$ cat src/verilog/ulpi_pkg.sv
package ulpi_pkg;

  // APB word addresses
  localparam logic [7:0] REG_CTRL   = 8'h00;
  localparam logic [7:0] REG_PHY    = 8'h04;
  localparam logic [7:0] REG_HSK    = 8'h08;
  localparam logic [7:0] REG_STATUS = 8'h0c;

  // TX CMD codes in the top two bits
  localparam logic [1:0] TXCMD_TRANSMIT = 2'b01;
  localparam logic [1:0] TXCMD_REGWRITE = 2'b10;

  // Bus value while stp is high
  localparam logic [7:0] TX_STOP_DATA = 8'h00;

  // Transmit view, PID in the low nibble
  typedef struct packed {
    logic [1:0] code;
    logic [1:0] zero;
    logic [3:0] pid;
  } txcmd_xmit_s;

  // Register write view, six-bit PHY address
  typedef struct packed {
    logic [1:0] code;
    logic [5:0] addr;
  } txcmd_regw_s;

  // One TX CMD byte, two decodings
  typedef union packed {
    txcmd_xmit_s xmit;
    txcmd_regw_s regw;
  } ulpi_txcmd_u;

  typedef struct packed {
    logic        psel;
    logic        penable;
    logic        pwrite;
    logic [7:0]  paddr;
    logic [31:0] pwdata;
  } apb_req_s;

  typedef struct packed {
    logic [31:0] prdata;
    logic        pready;
    logic        pslverr;
  } apb_rsp_s;

  // Packet stream, PID rides on tuser
  typedef struct packed {
    logic       tvalid;
    logic       tlast;
    logic [3:0] tuser;
    logic [7:0] tdata;
  } usb_stream_s;

  typedef struct packed {
    logic       write;
    logic [5:0] addr;
    logic [7:0] data;
  } phy_cmd_s;

  typedef struct packed {
    logic       send;
    logic [3:0] pid;
  } hsk_cmd_s;

  // Done bits are single-cycle pulses
  typedef struct packed {
    logic busy;
    logic reg_done;
    logic hsk_done;
    logic usb_done;
  } enc_status_s;

  // Encoder FSM, one-hot
  typedef enum logic [8:0] {
    IDLE = 9'h001,
    XPID = 9'h002,
    DATA = 9'h004,
    CRC0 = 9'h008,
    CRC1 = 9'h010,
    LAST = 9'h020,
    REGW = 9'h040,
    STOP = 9'h080,
    DONE = 9'h100
  } enc_state_e;

endpackage

$ cat src/verilog/ulpi_tx_regs.sv
`timescale 1ns/1ps
module ulpi_tx_regs (
  input  logic                  clock,
  input  logic                  reset,
  input  ulpi_pkg::apb_req_s    apb_req_i,
  output ulpi_pkg::apb_rsp_s    apb_rsp_o,
  input  ulpi_pkg::enc_status_s enc_status_i,
  output ulpi_pkg::phy_cmd_s    phy_cmd_o,
  output ulpi_pkg::hsk_cmd_s    hsk_cmd_o
);

  logic       access;
  logic       mapped;
  logic       wr_en;
  logic [5:0] phy_addr_q;
  logic [7:0] phy_data_q;
  logic [3:0] hsk_pid_q;
  logic       phy_pend_q;
  logic       hsk_pend_q;
  logic       reg_done_q;
  logic       hsk_done_q;

  // Access phase, pready is tied high
  assign access = apb_req_i.psel && apb_req_i.penable;
  assign mapped = apb_req_i.paddr inside {ulpi_pkg::REG_CTRL, ulpi_pkg::REG_PHY,
                                          ulpi_pkg::REG_HSK, ulpi_pkg::REG_STATUS};
  // Unmapped writes are dropped
  assign wr_en  = access && apb_req_i.pwrite && mapped;

  // PHY address/data and handshake PID
  always_ff @(posedge clock) begin
    if (wr_en && apb_req_i.paddr == ulpi_pkg::REG_PHY) begin
      phy_addr_q <= apb_req_i.pwdata[5:0];
      phy_data_q <= apb_req_i.pwdata[15:8];
    end
    if (wr_en && apb_req_i.paddr == ulpi_pkg::REG_HSK) begin
      hsk_pid_q <= apb_req_i.pwdata[3:0];
    end
  end

  // Pending requests and sticky done flags
  always_ff @(posedge clock) begin
    if (reset) begin
      phy_pend_q <= 1'b0;
      hsk_pend_q <= 1'b0;
      reg_done_q <= 1'b0;
      hsk_done_q <= 1'b0;
    end else begin
      // Request held until the encoder pulses done
      if (enc_status_i.reg_done) begin
        phy_pend_q <= 1'b0;
      end else if (wr_en && apb_req_i.paddr == ulpi_pkg::REG_CTRL &&
                   apb_req_i.pwdata[0] && !phy_pend_q) begin
        phy_pend_q <= 1'b1;
      end
      if (enc_status_i.hsk_done) begin
        hsk_pend_q <= 1'b0;
      end else if (wr_en && apb_req_i.paddr == ulpi_pkg::REG_CTRL &&
                   apb_req_i.pwdata[1] && !hsk_pend_q) begin
        hsk_pend_q <= 1'b1;
      end
      // Write one to clear, a new done wins
      if (enc_status_i.reg_done) begin
        reg_done_q <= 1'b1;
      end else if (wr_en && apb_req_i.paddr == ulpi_pkg::REG_STATUS && apb_req_i.pwdata[1]) begin
        reg_done_q <= 1'b0;
      end
      if (enc_status_i.hsk_done) begin
        hsk_done_q <= 1'b1;
      end else if (wr_en && apb_req_i.paddr == ulpi_pkg::REG_STATUS && apb_req_i.pwdata[2]) begin
        hsk_done_q <= 1'b0;
      end
    end
  end

  // Read mux straight from paddr
  always_comb begin
    apb_rsp_o.prdata  = '0;
    apb_rsp_o.pready  = 1'b1;
    apb_rsp_o.pslverr = access && !mapped;
    case (apb_req_i.paddr)
      ulpi_pkg::REG_PHY:    apb_rsp_o.prdata = {16'h0000, phy_data_q, 2'b00, phy_addr_q};
      ulpi_pkg::REG_HSK:    apb_rsp_o.prdata = {28'h0000000, hsk_pid_q};
      ulpi_pkg::REG_STATUS: begin
        // Busy covers queued jobs too
        apb_rsp_o.prdata[0] = enc_status_i.busy || phy_pend_q || hsk_pend_q;
        apb_rsp_o.prdata[1] = reg_done_q;
        apb_rsp_o.prdata[2] = hsk_done_q;
      end
      default: apb_rsp_o.prdata = '0;
    endcase
  end

  assign phy_cmd_o = '{write: phy_pend_q, addr: phy_addr_q, data: phy_data_q};
  assign hsk_cmd_o = '{send: hsk_pend_q, pid: hsk_pid_q};

endmodule

$ cat src/verilog/usb_crc16.sv
`timescale 1ns/1ps
module usb_crc16 (
  input  logic        clock,
  input  logic        reset,
  input  logic        clear_i,
  input  logic        byte_valid_i,
  input  logic [7:0]  byte_i,
  output logic [15:0] crc_o
);

  logic [15:0] crc_q;
  logic [15:0] crc_next;
  logic        fb;

  // Poly 0x8005, bytes enter LSB first
  always_comb begin
    crc_next = crc_q;
    fb       = 1'b0;
    for (int i = 0; i < 8; i++) begin
      fb       = crc_next[15] ^ byte_i[i];
      crc_next = {crc_next[14:0], 1'b0} ^ (fb ? 16'h8005 : 16'h0000);
    end
  end

  always_ff @(posedge clock) begin
    if (reset || clear_i) begin
      crc_q <= 16'hffff;
    end else if (byte_valid_i) begin
      crc_q <= crc_next;
    end
  end

  // Complemented and reversed, low byte goes out first
  always_comb begin
    for (int i = 0; i < 16; i++) begin
      crc_o[i] = ~crc_q[15-i];
    end
  end

endmodule

$ cat src/verilog/skid_loader.sv
`timescale 1ns/1ps
module skid_loader (
  input  logic       clock,
  input  logic       reset,
  input  logic       s_valid_i,
  output logic       s_ready_o,
  input  logic       s_last_i,
  input  logic [7:0] s_data_i,
  input  logic       t_valid_i,
  input  logic       t_last_i,
  input  logic [7:0] t_data_i,
  output logic       t_ready_o,
  output logic       m_valid_o,
  input  logic       m_ready_i,
  output logic       m_last_o,
  output logic [7:0] m_data_o
);

  logic       m_valid_q;
  logic       m_last_q;
  logic [7:0] m_data_q;
  logic       tmp_valid_q;
  logic       tmp_last_q;
  logic [7:0] tmp_data_q;
  logic       ending;
  logic       out_free;
  logic       s_fire;
  logic       t_fire;

  // Last entry is shown for one cycle regardless of m_ready
  assign ending    = m_valid_q && m_last_q;
  assign out_free  = !m_valid_q || m_ready_i;
  // No new entries while the temp slot is full or a job is closing
  assign s_ready_o = !tmp_valid_q && !ending;
  assign t_ready_o = !tmp_valid_q && !ending;
  assign s_fire    = s_valid_i && s_ready_o;
  assign t_fire    = t_valid_i && t_ready_o;

  always_ff @(posedge clock) begin
    if (reset || ending) begin
      m_valid_q   <= 1'b0;
      m_last_q    <= 1'b0;
      m_data_q    <= 8'h00;
      tmp_valid_q <= 1'b0;
    end else if (out_free) begin
      if (tmp_valid_q) begin
        // Drain the temp slot first to keep order
        m_valid_q   <= 1'b1;
        m_last_q    <= tmp_last_q;
        m_data_q    <= tmp_data_q;
        tmp_valid_q <= 1'b0;
      end else begin
        // Idle bus reads as zero
        m_valid_q   <= s_fire;
        m_last_q    <= s_fire && s_last_i;
        m_data_q    <= s_fire ? s_data_i : 8'h00;
        tmp_valid_q <= t_fire;
      end
    end else begin
      // Temp slot keeps its entry or catches the incoming byte while the output stalls
      tmp_valid_q <= tmp_valid_q || t_fire || s_fire;
    end
  end

  // Direct load wins over the source for the temp payload
  always_ff @(posedge clock) begin
    if (t_fire) begin
      tmp_last_q <= t_last_i;
      tmp_data_q <= t_data_i;
    end else if (s_fire && !out_free) begin
      tmp_last_q <= s_last_i;
      tmp_data_q <= s_data_i;
    end
  end

  assign m_valid_o = m_valid_q;
  assign m_last_o  = m_last_q;
  assign m_data_o  = m_data_q;

endmodule

$ cat src/verilog/ulpi_encoder.sv
`timescale 1ns/1ps
module ulpi_encoder (
  input  logic                  clock,
  input  logic                  reset,
  input  ulpi_pkg::usb_stream_s stream_i,
  output logic                  stream_ready_o,
  input  ulpi_pkg::phy_cmd_s    phy_cmd_i,
  input  ulpi_pkg::hsk_cmd_s    hsk_cmd_i,
  output ulpi_pkg::enc_status_s status_o,
  input  logic                  ulpi_dir_i,
  input  logic                  ulpi_nxt_i,
  output logic                  ulpi_stp_o,
  output logic [7:0]            ulpi_data_o
);

  ulpi_pkg::enc_state_e  state_q;
  ulpi_pkg::ulpi_txcmd_u txcmd;
  logic        dir_q;
  logic        hold;
  logic        reg_job_q;
  logic        hsk_job_q;
  logic        start_reg;
  logic        start_hsk;
  logic        start_usb;
  logic        beat_fire;
  logic        s_valid;
  logic        s_last;
  logic [7:0]  s_data;
  logic        t_valid;
  logic        t_last;
  logic [7:0]  t_data;
  logic        s_ready_w;
  logic        t_ready_w;
  logic        m_valid_w;
  logic        m_ready_w;
  logic        m_last_w;
  logic [7:0]  m_data_w;
  logic [15:0] crc_w;

  // PHY owns the bus now or is turning it around
  assign hold      = ulpi_dir_i || dir_q;
  assign m_ready_w = ulpi_nxt_i && !ulpi_dir_i;
  assign beat_fire = stream_i.tvalid && stream_ready_o;

  // Job pick in IDLE, register write first, then handshake, then stream
  always_comb begin
    start_reg = 1'b0;
    start_hsk = 1'b0;
    start_usb = 1'b0;
    if (state_q == ulpi_pkg::IDLE && !hold && s_ready_w && t_ready_w) begin
      start_reg = phy_cmd_i.write;
      start_hsk = !phy_cmd_i.write && hsk_cmd_i.send;
      start_usb = !phy_cmd_i.write && !hsk_cmd_i.send && stream_i.tvalid;
    end
  end

  // TX CMD byte, same priority as the job pick
  always_comb begin
    txcmd = '0;
    if (phy_cmd_i.write) begin
      txcmd.regw.code = ulpi_pkg::TXCMD_REGWRITE;
      txcmd.regw.addr = phy_cmd_i.addr;
    end else begin
      txcmd.xmit.code = ulpi_pkg::TXCMD_TRANSMIT;
      txcmd.xmit.zero = 2'b00;
      // PID comes from the waiting first beat
      txcmd.xmit.pid  = hsk_cmd_i.send ? hsk_cmd_i.pid : stream_i.tuser;
    end
  end

  // Data-out mux into the skid loader
  always_comb begin
    s_valid        = 1'b0;
    s_last         = 1'b0;
    s_data         = ulpi_pkg::TX_STOP_DATA;
    t_valid        = 1'b0;
    t_last         = 1'b0;
    t_data         = ulpi_pkg::TX_STOP_DATA;
    stream_ready_o = 1'b0;
    if (!hold) begin
      case (state_q)
        ulpi_pkg::IDLE: begin
          s_valid = start_reg || start_hsk || start_usb;
          s_data  = txcmd;
          // Temp slot gets the register data or the handshake stop marker
          t_valid = start_reg || start_hsk;
          t_last  = start_hsk;
          t_data  = start_reg ? phy_cmd_i.data : ulpi_pkg::TX_STOP_DATA;
        end
        ulpi_pkg::XPID, ulpi_pkg::DATA: begin
          // Payload may queue behind the TX CMD
          if (!hsk_job_q) begin
            stream_ready_o = s_ready_w;
            s_valid        = stream_i.tvalid;
            s_data         = stream_i.tdata;
          end
        end
        ulpi_pkg::CRC0: begin
          s_valid = 1'b1;
          s_data  = crc_w[7:0];
        end
        ulpi_pkg::CRC1: begin
          s_valid = 1'b1;
          s_data  = crc_w[15:8];
        end
        ulpi_pkg::LAST, ulpi_pkg::REGW: begin
          s_valid = 1'b1;
          s_last  = 1'b1;
        end
        default: s_valid = 1'b0;
      endcase
    end
  end

  always_ff @(posedge clock) begin
    if (reset) begin
      state_q   <= ulpi_pkg::IDLE;
      dir_q     <= 1'b0;
      reg_job_q <= 1'b0;
      hsk_job_q <= 1'b0;
    end else begin
      dir_q <= ulpi_dir_i;
      if (!hold) begin
        case (state_q)
          ulpi_pkg::IDLE: begin
            if (start_reg) begin
              state_q   <= ulpi_pkg::REGW;
              reg_job_q <= 1'b1;
              hsk_job_q <= 1'b0;
            end else if (start_hsk || start_usb) begin
              state_q   <= ulpi_pkg::XPID;
              reg_job_q <= 1'b0;
              hsk_job_q <= start_hsk;
            end
          end
          ulpi_pkg::XPID: begin
            // First pop of the job is always the TX CMD
            if (beat_fire && stream_i.tlast) begin
              state_q <= ulpi_pkg::CRC0;
            end else if (m_valid_w && m_ready_w) begin
              state_q <= hsk_job_q ? ulpi_pkg::STOP : ulpi_pkg::DATA;
            end
          end
          ulpi_pkg::DATA: if (beat_fire && stream_i.tlast) state_q <= ulpi_pkg::CRC0;
          ulpi_pkg::CRC0: if (s_ready_w) state_q <= ulpi_pkg::CRC1;
          ulpi_pkg::CRC1: if (s_ready_w) state_q <= ulpi_pkg::LAST;
          ulpi_pkg::LAST, ulpi_pkg::REGW: if (s_ready_w) state_q <= ulpi_pkg::STOP;
          // Stop marker gone once the skid is empty again
          ulpi_pkg::STOP: if (!m_valid_w && s_ready_w) state_q <= ulpi_pkg::DONE;
          default: state_q <= ulpi_pkg::IDLE;
        endcase
      end
    end
  end

  assign status_o.busy     = state_q != ulpi_pkg::IDLE;
  assign status_o.reg_done = state_q == ulpi_pkg::DONE && !hold && reg_job_q;
  assign status_o.hsk_done = state_q == ulpi_pkg::DONE && !hold && hsk_job_q;
  assign status_o.usb_done = state_q == ulpi_pkg::DONE && !hold && !reg_job_q && !hsk_job_q;

  // CRC over payload beats taken from the stream
  usb_crc16 u_crc (
    .clock       (clock),
    .reset       (reset),
    .clear_i     (state_q == ulpi_pkg::DONE),
    .byte_valid_i(beat_fire),
    .byte_i      (stream_i.tdata),
    .crc_o       (crc_w)
  );

  // nxt drains the output, the last entry is the stp cycle
  skid_loader u_skid (
    .clock    (clock),
    .reset    (reset),
    .s_valid_i(s_valid),
    .s_ready_o(s_ready_w),
    .s_last_i (s_last),
    .s_data_i (s_data),
    .t_valid_i(t_valid),
    .t_last_i (t_last),
    .t_data_i (t_data),
    .t_ready_o(t_ready_w),
    .m_valid_o(m_valid_w),
    .m_ready_i(m_ready_w),
    .m_last_o (m_last_w),
    .m_data_o (m_data_w)
  );

  assign ulpi_stp_o  = m_last_w;
  assign ulpi_data_o = m_data_w;

endmodule

$ cat src/verilog/ulpi_tx_top.sv
`timescale 1ns/1ps
module ulpi_tx_top (
  input  logic                  clock,
  input  logic                  reset,
  input  ulpi_pkg::apb_req_s    apb_req_i,
  output ulpi_pkg::apb_rsp_s    apb_rsp_o,
  input  ulpi_pkg::usb_stream_s stream_i,
  output logic                  stream_ready_o,
  input  logic                  ulpi_dir_i,
  input  logic                  ulpi_nxt_i,
  output logic                  ulpi_stp_o,
  output logic [7:0]            ulpi_data_o
);

  // Register block to encoder
  ulpi_pkg::phy_cmd_s    phy_cmd_w;
  ulpi_pkg::hsk_cmd_s    hsk_cmd_w;
  // Encoder back to register block
  ulpi_pkg::enc_status_s status_w;

  ulpi_tx_regs u_regs (
    .clock       (clock),
    .reset       (reset),
    .apb_req_i   (apb_req_i),
    .apb_rsp_o   (apb_rsp_o),
    .enc_status_i(status_w),
    .phy_cmd_o   (phy_cmd_w),
    .hsk_cmd_o   (hsk_cmd_w)
  );

  // Data pins are output only here, pad tristate sits above
  ulpi_encoder u_enc (
    .clock         (clock),
    .reset         (reset),
    .stream_i      (stream_i),
    .stream_ready_o(stream_ready_o),
    .phy_cmd_i     (phy_cmd_w),
    .hsk_cmd_i     (hsk_cmd_w),
    .status_o      (status_w),
    .ulpi_dir_i    (ulpi_dir_i),
    .ulpi_nxt_i    (ulpi_nxt_i),
    .ulpi_stp_o    (ulpi_stp_o),
    .ulpi_data_o   (ulpi_data_o)
  );

endmodule

$ cat config.mk
export PLATFORM = sky130hd
export DESIGN_NAME = ulpi_tx_top
export DESIGN_NICKNAME = d
export VERILOG_FILES = /design/src/verilog/ulpi_pkg.sv /design/src/verilog/ulpi_tx_regs.sv /design/src/verilog/usb_crc16.sv /design/src/verilog/skid_loader.sv /design/src/verilog/ulpi_encoder.sv /design/src/verilog/ulpi_tx_top.sv
export SDC_FILE = /design/constraint.sdc
export NUM_CORES = 1
export LEC_CHECK = 0
export BUFFER_PORTS_ARGS = -buffer_cell sky130_fd_sc_hd__buf_4
export CORE_MARGIN = 4
export CORE_UTILIZATION = 42
export DETAILED_ROUTE_END_ITERATION = 8
export PLACE_DENSITY = 0.66
export SLEW_MARGIN = 40
export SYNTH_ARGS = -nofsm -noshare
export SYNTH_HDL_FRONTEND = slang
export SYNTH_SLANG_ARGS = --single-unit
$ cat constraint.sdc
create_clock -name clock -period 3.3 [get_ports clock]
set_input_delay 0.495 -clock clock [delete_from_list [all_inputs] [get_ports clock]]
set_output_delay 0.495 -clock clock [all_outputs]
set_load 0.02 [all_outputs]
==> impl_metrics.json <==
{
  "met1_length_um": 4720,
  "rsz0062_at_grt": "no",
  "timing_worst_setup_path_type": "reg -> out",
  "grt-ovfl-total": 0,
  "cts_setup_buffers": 0,
  "initial_utilization": 0.4355,
  "drc_errors": 0,
  "vdd_drop_max_mv": 0.2297,
  "finalSetupTns_ps": 0,
  "htreeDepth": 3,
  "synth_simple_gate_area_frac": 0.2111,
  "slew_viol_final": 0,
  "critPathCaptureType": "output pin",
  "hold_class": "in -> reg",
  "skew_ps": 11.87,
  "intPower_mw": 1.311,
  "cp_max_fo": 10,
  "dr.pass1.iters": 5,
  "period_share": 0.8456,
  "clock-sinks": 70,
  "syn_to_final_growth_pct": 17.16,
  "die-area_um2": 10720,
  "synth_fa_ha_area_frac": 0,
  "setup_viol": 0,
  "syn_inst": 408,
  "p_sw_frac": 0.2906,
  "fp.coreArea_um2": 8806,
  "synth_top_family_by_area": "simple AND/OR/NAND/NOR gates",
  "synth.avg_cell_area_um2": 9.399,
  "clk_pin_slew_ps": 80,
  "status": "completed",
  "cts_resized": 0,
  "cts_hold_buf": 0,
  "ys_seq_area_frac": 0.4359,
  "place_congestion": 0.8988,
  "yosys.area_share.xor_xnor": 0.06232,
  "pwr-share-comb": 0.169,
  "wl_met2_um": 4462,
  "p_sw_mw": 0.5371,
  "yosys_register_bits": 70,
  "pwr-share-seq": 0.499,
  "slowest_stage": "or4_4",
  "crit_path_max_incr_delay_ps": 600,
  "period_needed_ps": 2790,
  "cts_buffers": 9,
  "fmax_ghz": 0.3584,
  "fillers": 811,
  "die_y_um": 103.6,
  "synth.distinct_cells": 55,
  "cts_tree": "yes",
  "drt_iter0_markers": 229,
  "ant_nets": 0,
  "pin_count": 105,
  "dpl.hpwl_um": 7581,
  "start_kind": "register",
  "worstPathRequired_ps": 2800,
  "path_buf_inv": 1,
  "grt_pass1_vias": 3102,
  "cp_top_family": "simple AND/OR/NAND/NOR gates",
  "synth.cell_area_um2": 3835,
  "slew_headroom": 0.5311,
  "cts_root_buf": "clkbuf_8",
  "vias": 3284,
  "grt_usage": 0.1900,
  "drive_above_1_share": 0.2081,
  "chipWidth_um": 103.6,
  "num-nets-final": 527,
  "num_rows": 34,
  "synthArstFlopShare": 0,
  "synthFlopType": "dfxtp_1",
  "final-hold-violation-count": 0,
  "clock_latency_ps": 350,
  "dr_wl_met3_um": 815,
  "avgRoutedWirePerCell_um": 17.37,
  "grt_max_degree": 23,
  "synth-compound-area-share": 0.1954,
  "antenna_cells": 0,
  "port_buffers": 67,
  "worstPathArrival_ps": 2300,
  "grt_antenna_before_repair": 0,
  "tightest_slew_ps": 701.6,
  "p_clk_frac": 0.332,
  "cts_buffer_depth": 2,
  "viasPerCell": 5.672,
  "synthMuxAreaShare": 0.02414,
  "maxCapViolCount": 0,
  "cp_cell_sequence": "or4_4 -> nor4_4 -> and3_1 -> buf_4",
  "ys_warn_count": 0,
  "highest_layer": "met4",
  "power_mw": 1.848,
  "power.leakage_nw": 1.825,
  "synth_edf_count": 27,
  "routed_wl_um": 10060,
  "p_per_area_nw_per_um2": 411.3,
  "grt_pass1_wl_um": 16600
}
final cells by class:
| type | instances | area (um^2) | share of cell area |
|---|---|---|---|
| Tap cell | 108 | 135.1 | 0.03008 |
| Sequential cell | 70 | 1672 | 0.3720 |
| Clock inverter | 6 | 37.54 | 0.008354 |
| Multi-Input combinational cell | 308 | 1973 | 0.4392 |
| Clock buffer | 10 | 127.6 | 0.02840 |
| Inverter | 8 | 30.03 | 0.006683 |
| Timing Repair Buffer | 69 | 518.0 | 0.1153 |
logic make-up (layout without fill, tap and decap cells):
family,Yosys count,after routing
flip-flops,70,70
other,2,19
AO/OA/AOI/OAI,100,100
XOR/XNOR,24,24
AND/OR/NAND/NOR,156,156
buffers and inverters,47,93
multiplexers,9,9
flip-flops by register name, indices dropped and copies added, names as in the netlist, 4 cells and up:
name / cells
u_regs.phy_data_q: 8
u_enc.u_skid.m_data_o: 8
u_enc.state_q: 9
u_enc.u_crc.crc_q: 16
u_regs.hsk_pid_q: 4
u_regs.phy_addr_q: 6
u_enc.u_skid.tmp_data_q: 8
cells in the mapped netlist, drive strengths merged (5+ instances only):
cell type	n	area, um^2
dfxtp	43	860.8
nor2	37	138.9
nand2	35	131.4
edfxtp	27	810.8
buf	26	186.4
a21oi	16	80.08
xnor2	16	140.1
and2	15	93.84
o211ai	14	105.1
clkbuf	13	48.80
o21ai	13	65.06
nor3	11	55.05
and3	9	56.30
nor2b	9	56.30
a32oi	8	70.07
inv	8	30.03
nand3	8	40.04
a211oi	7	52.55
a221oi	7	67.56
a31oi	7	58.81
mux2i	7	70.07
nand2b	7	43.79
a22o	6	52.55
xor2	6	52.55
nor4	5	46.29
power by group through the flow:
stage,Sequential [mW],Combinational [mW],Clock [mW]
after global placement,0.941,0.304,0
after floorplan,0.934,0.234,0
after detailed placement,0.941,0.307,0
after CTS,0.921,0.309,0.625
final,0.922,0.312,0.614
after global routing,0.924,0.339,0.661
routing by layer:
metal  vias up  track usage
met4         0      0.04274
li1       1588            -
met5         -            0
met2       164       0.2850
met1      1524       0.2761
met3         8      0.04913
per-stage QoR:
stage	cells	hold slack, ps	setup WS (ps)	instance area (um^2)	util
final	579	311.4	509.6	4493	0.5102
after global routing	579	296.9	355.1	4493	0.5102
after CTS	579	301.6	522.6	4484	0.5092
after detailed placement	563	465.9	566.8	4319	0.4905
after global placement	563	473.4	617.8	4317	0.4902
after floorplan	425	448.2	1023	3899	-
path summary, 6_finish.rpt:
check                                                   to                startpoint  cells after the start  slack, ps
worst max-delay path                        stream_ready_o          u_enc.state_q[5]                      4        510
worst min-delay path                  u_regs.phy_data_q[7]             apb_req_i[15]                      1        310
worst max register to register  u_enc.u_skid.tmp_data_q[0]          u_enc.state_q[5]                      6        530
worst min register to register    u_enc.u_skid.m_data_o[6]  u_enc.u_skid.m_data_o[6]                      2        490
cells in the final DEF (no fill, tap or decap), types with 3 or more instances in the layout:
master / netlist / routed
nor2_1: 37 / 35
o21ai_0: 12 / 12
a22oi_1: 3 / 3
nand2_1: 35 / 35
a22o_1: 6 / 6
a31oi_1: 6 / 6
nand4_1: 4 / 4
and3_1: 9 / 9
conb_1: 2 / 19
a21o_1: 4 / 4
nor3b_1: 3 / 3
nor3_1: 11 / 11
buf_4: 20 / 69
nand2b_1: 7 / 7
nor4_1: 4 / 4
dfxtp_1: 43 / 43
or2_2: 4 / 4
inv_1: 8 / 8
xor2_1: 6 / 6
mux2i_1: 7 / 7
o211ai_1: 14 / 14
o22ai_1: 4 / 4
clkinv_2: 0 / 3
a211oi_1: 7 / 7
nand3_1: 8 / 8
xnor2_1: 16 / 16
clkbuf_8: 0 / 9
nor2b_1: 9 / 9
edfxtp_1: 27 / 27
a21oi_1: 16 / 16
a32oi_1: 8 / 8
a221oi_1: 6 / 6
and2_1: 15 / 15
No activity file was read; power rests on OpenSTA's default activity.
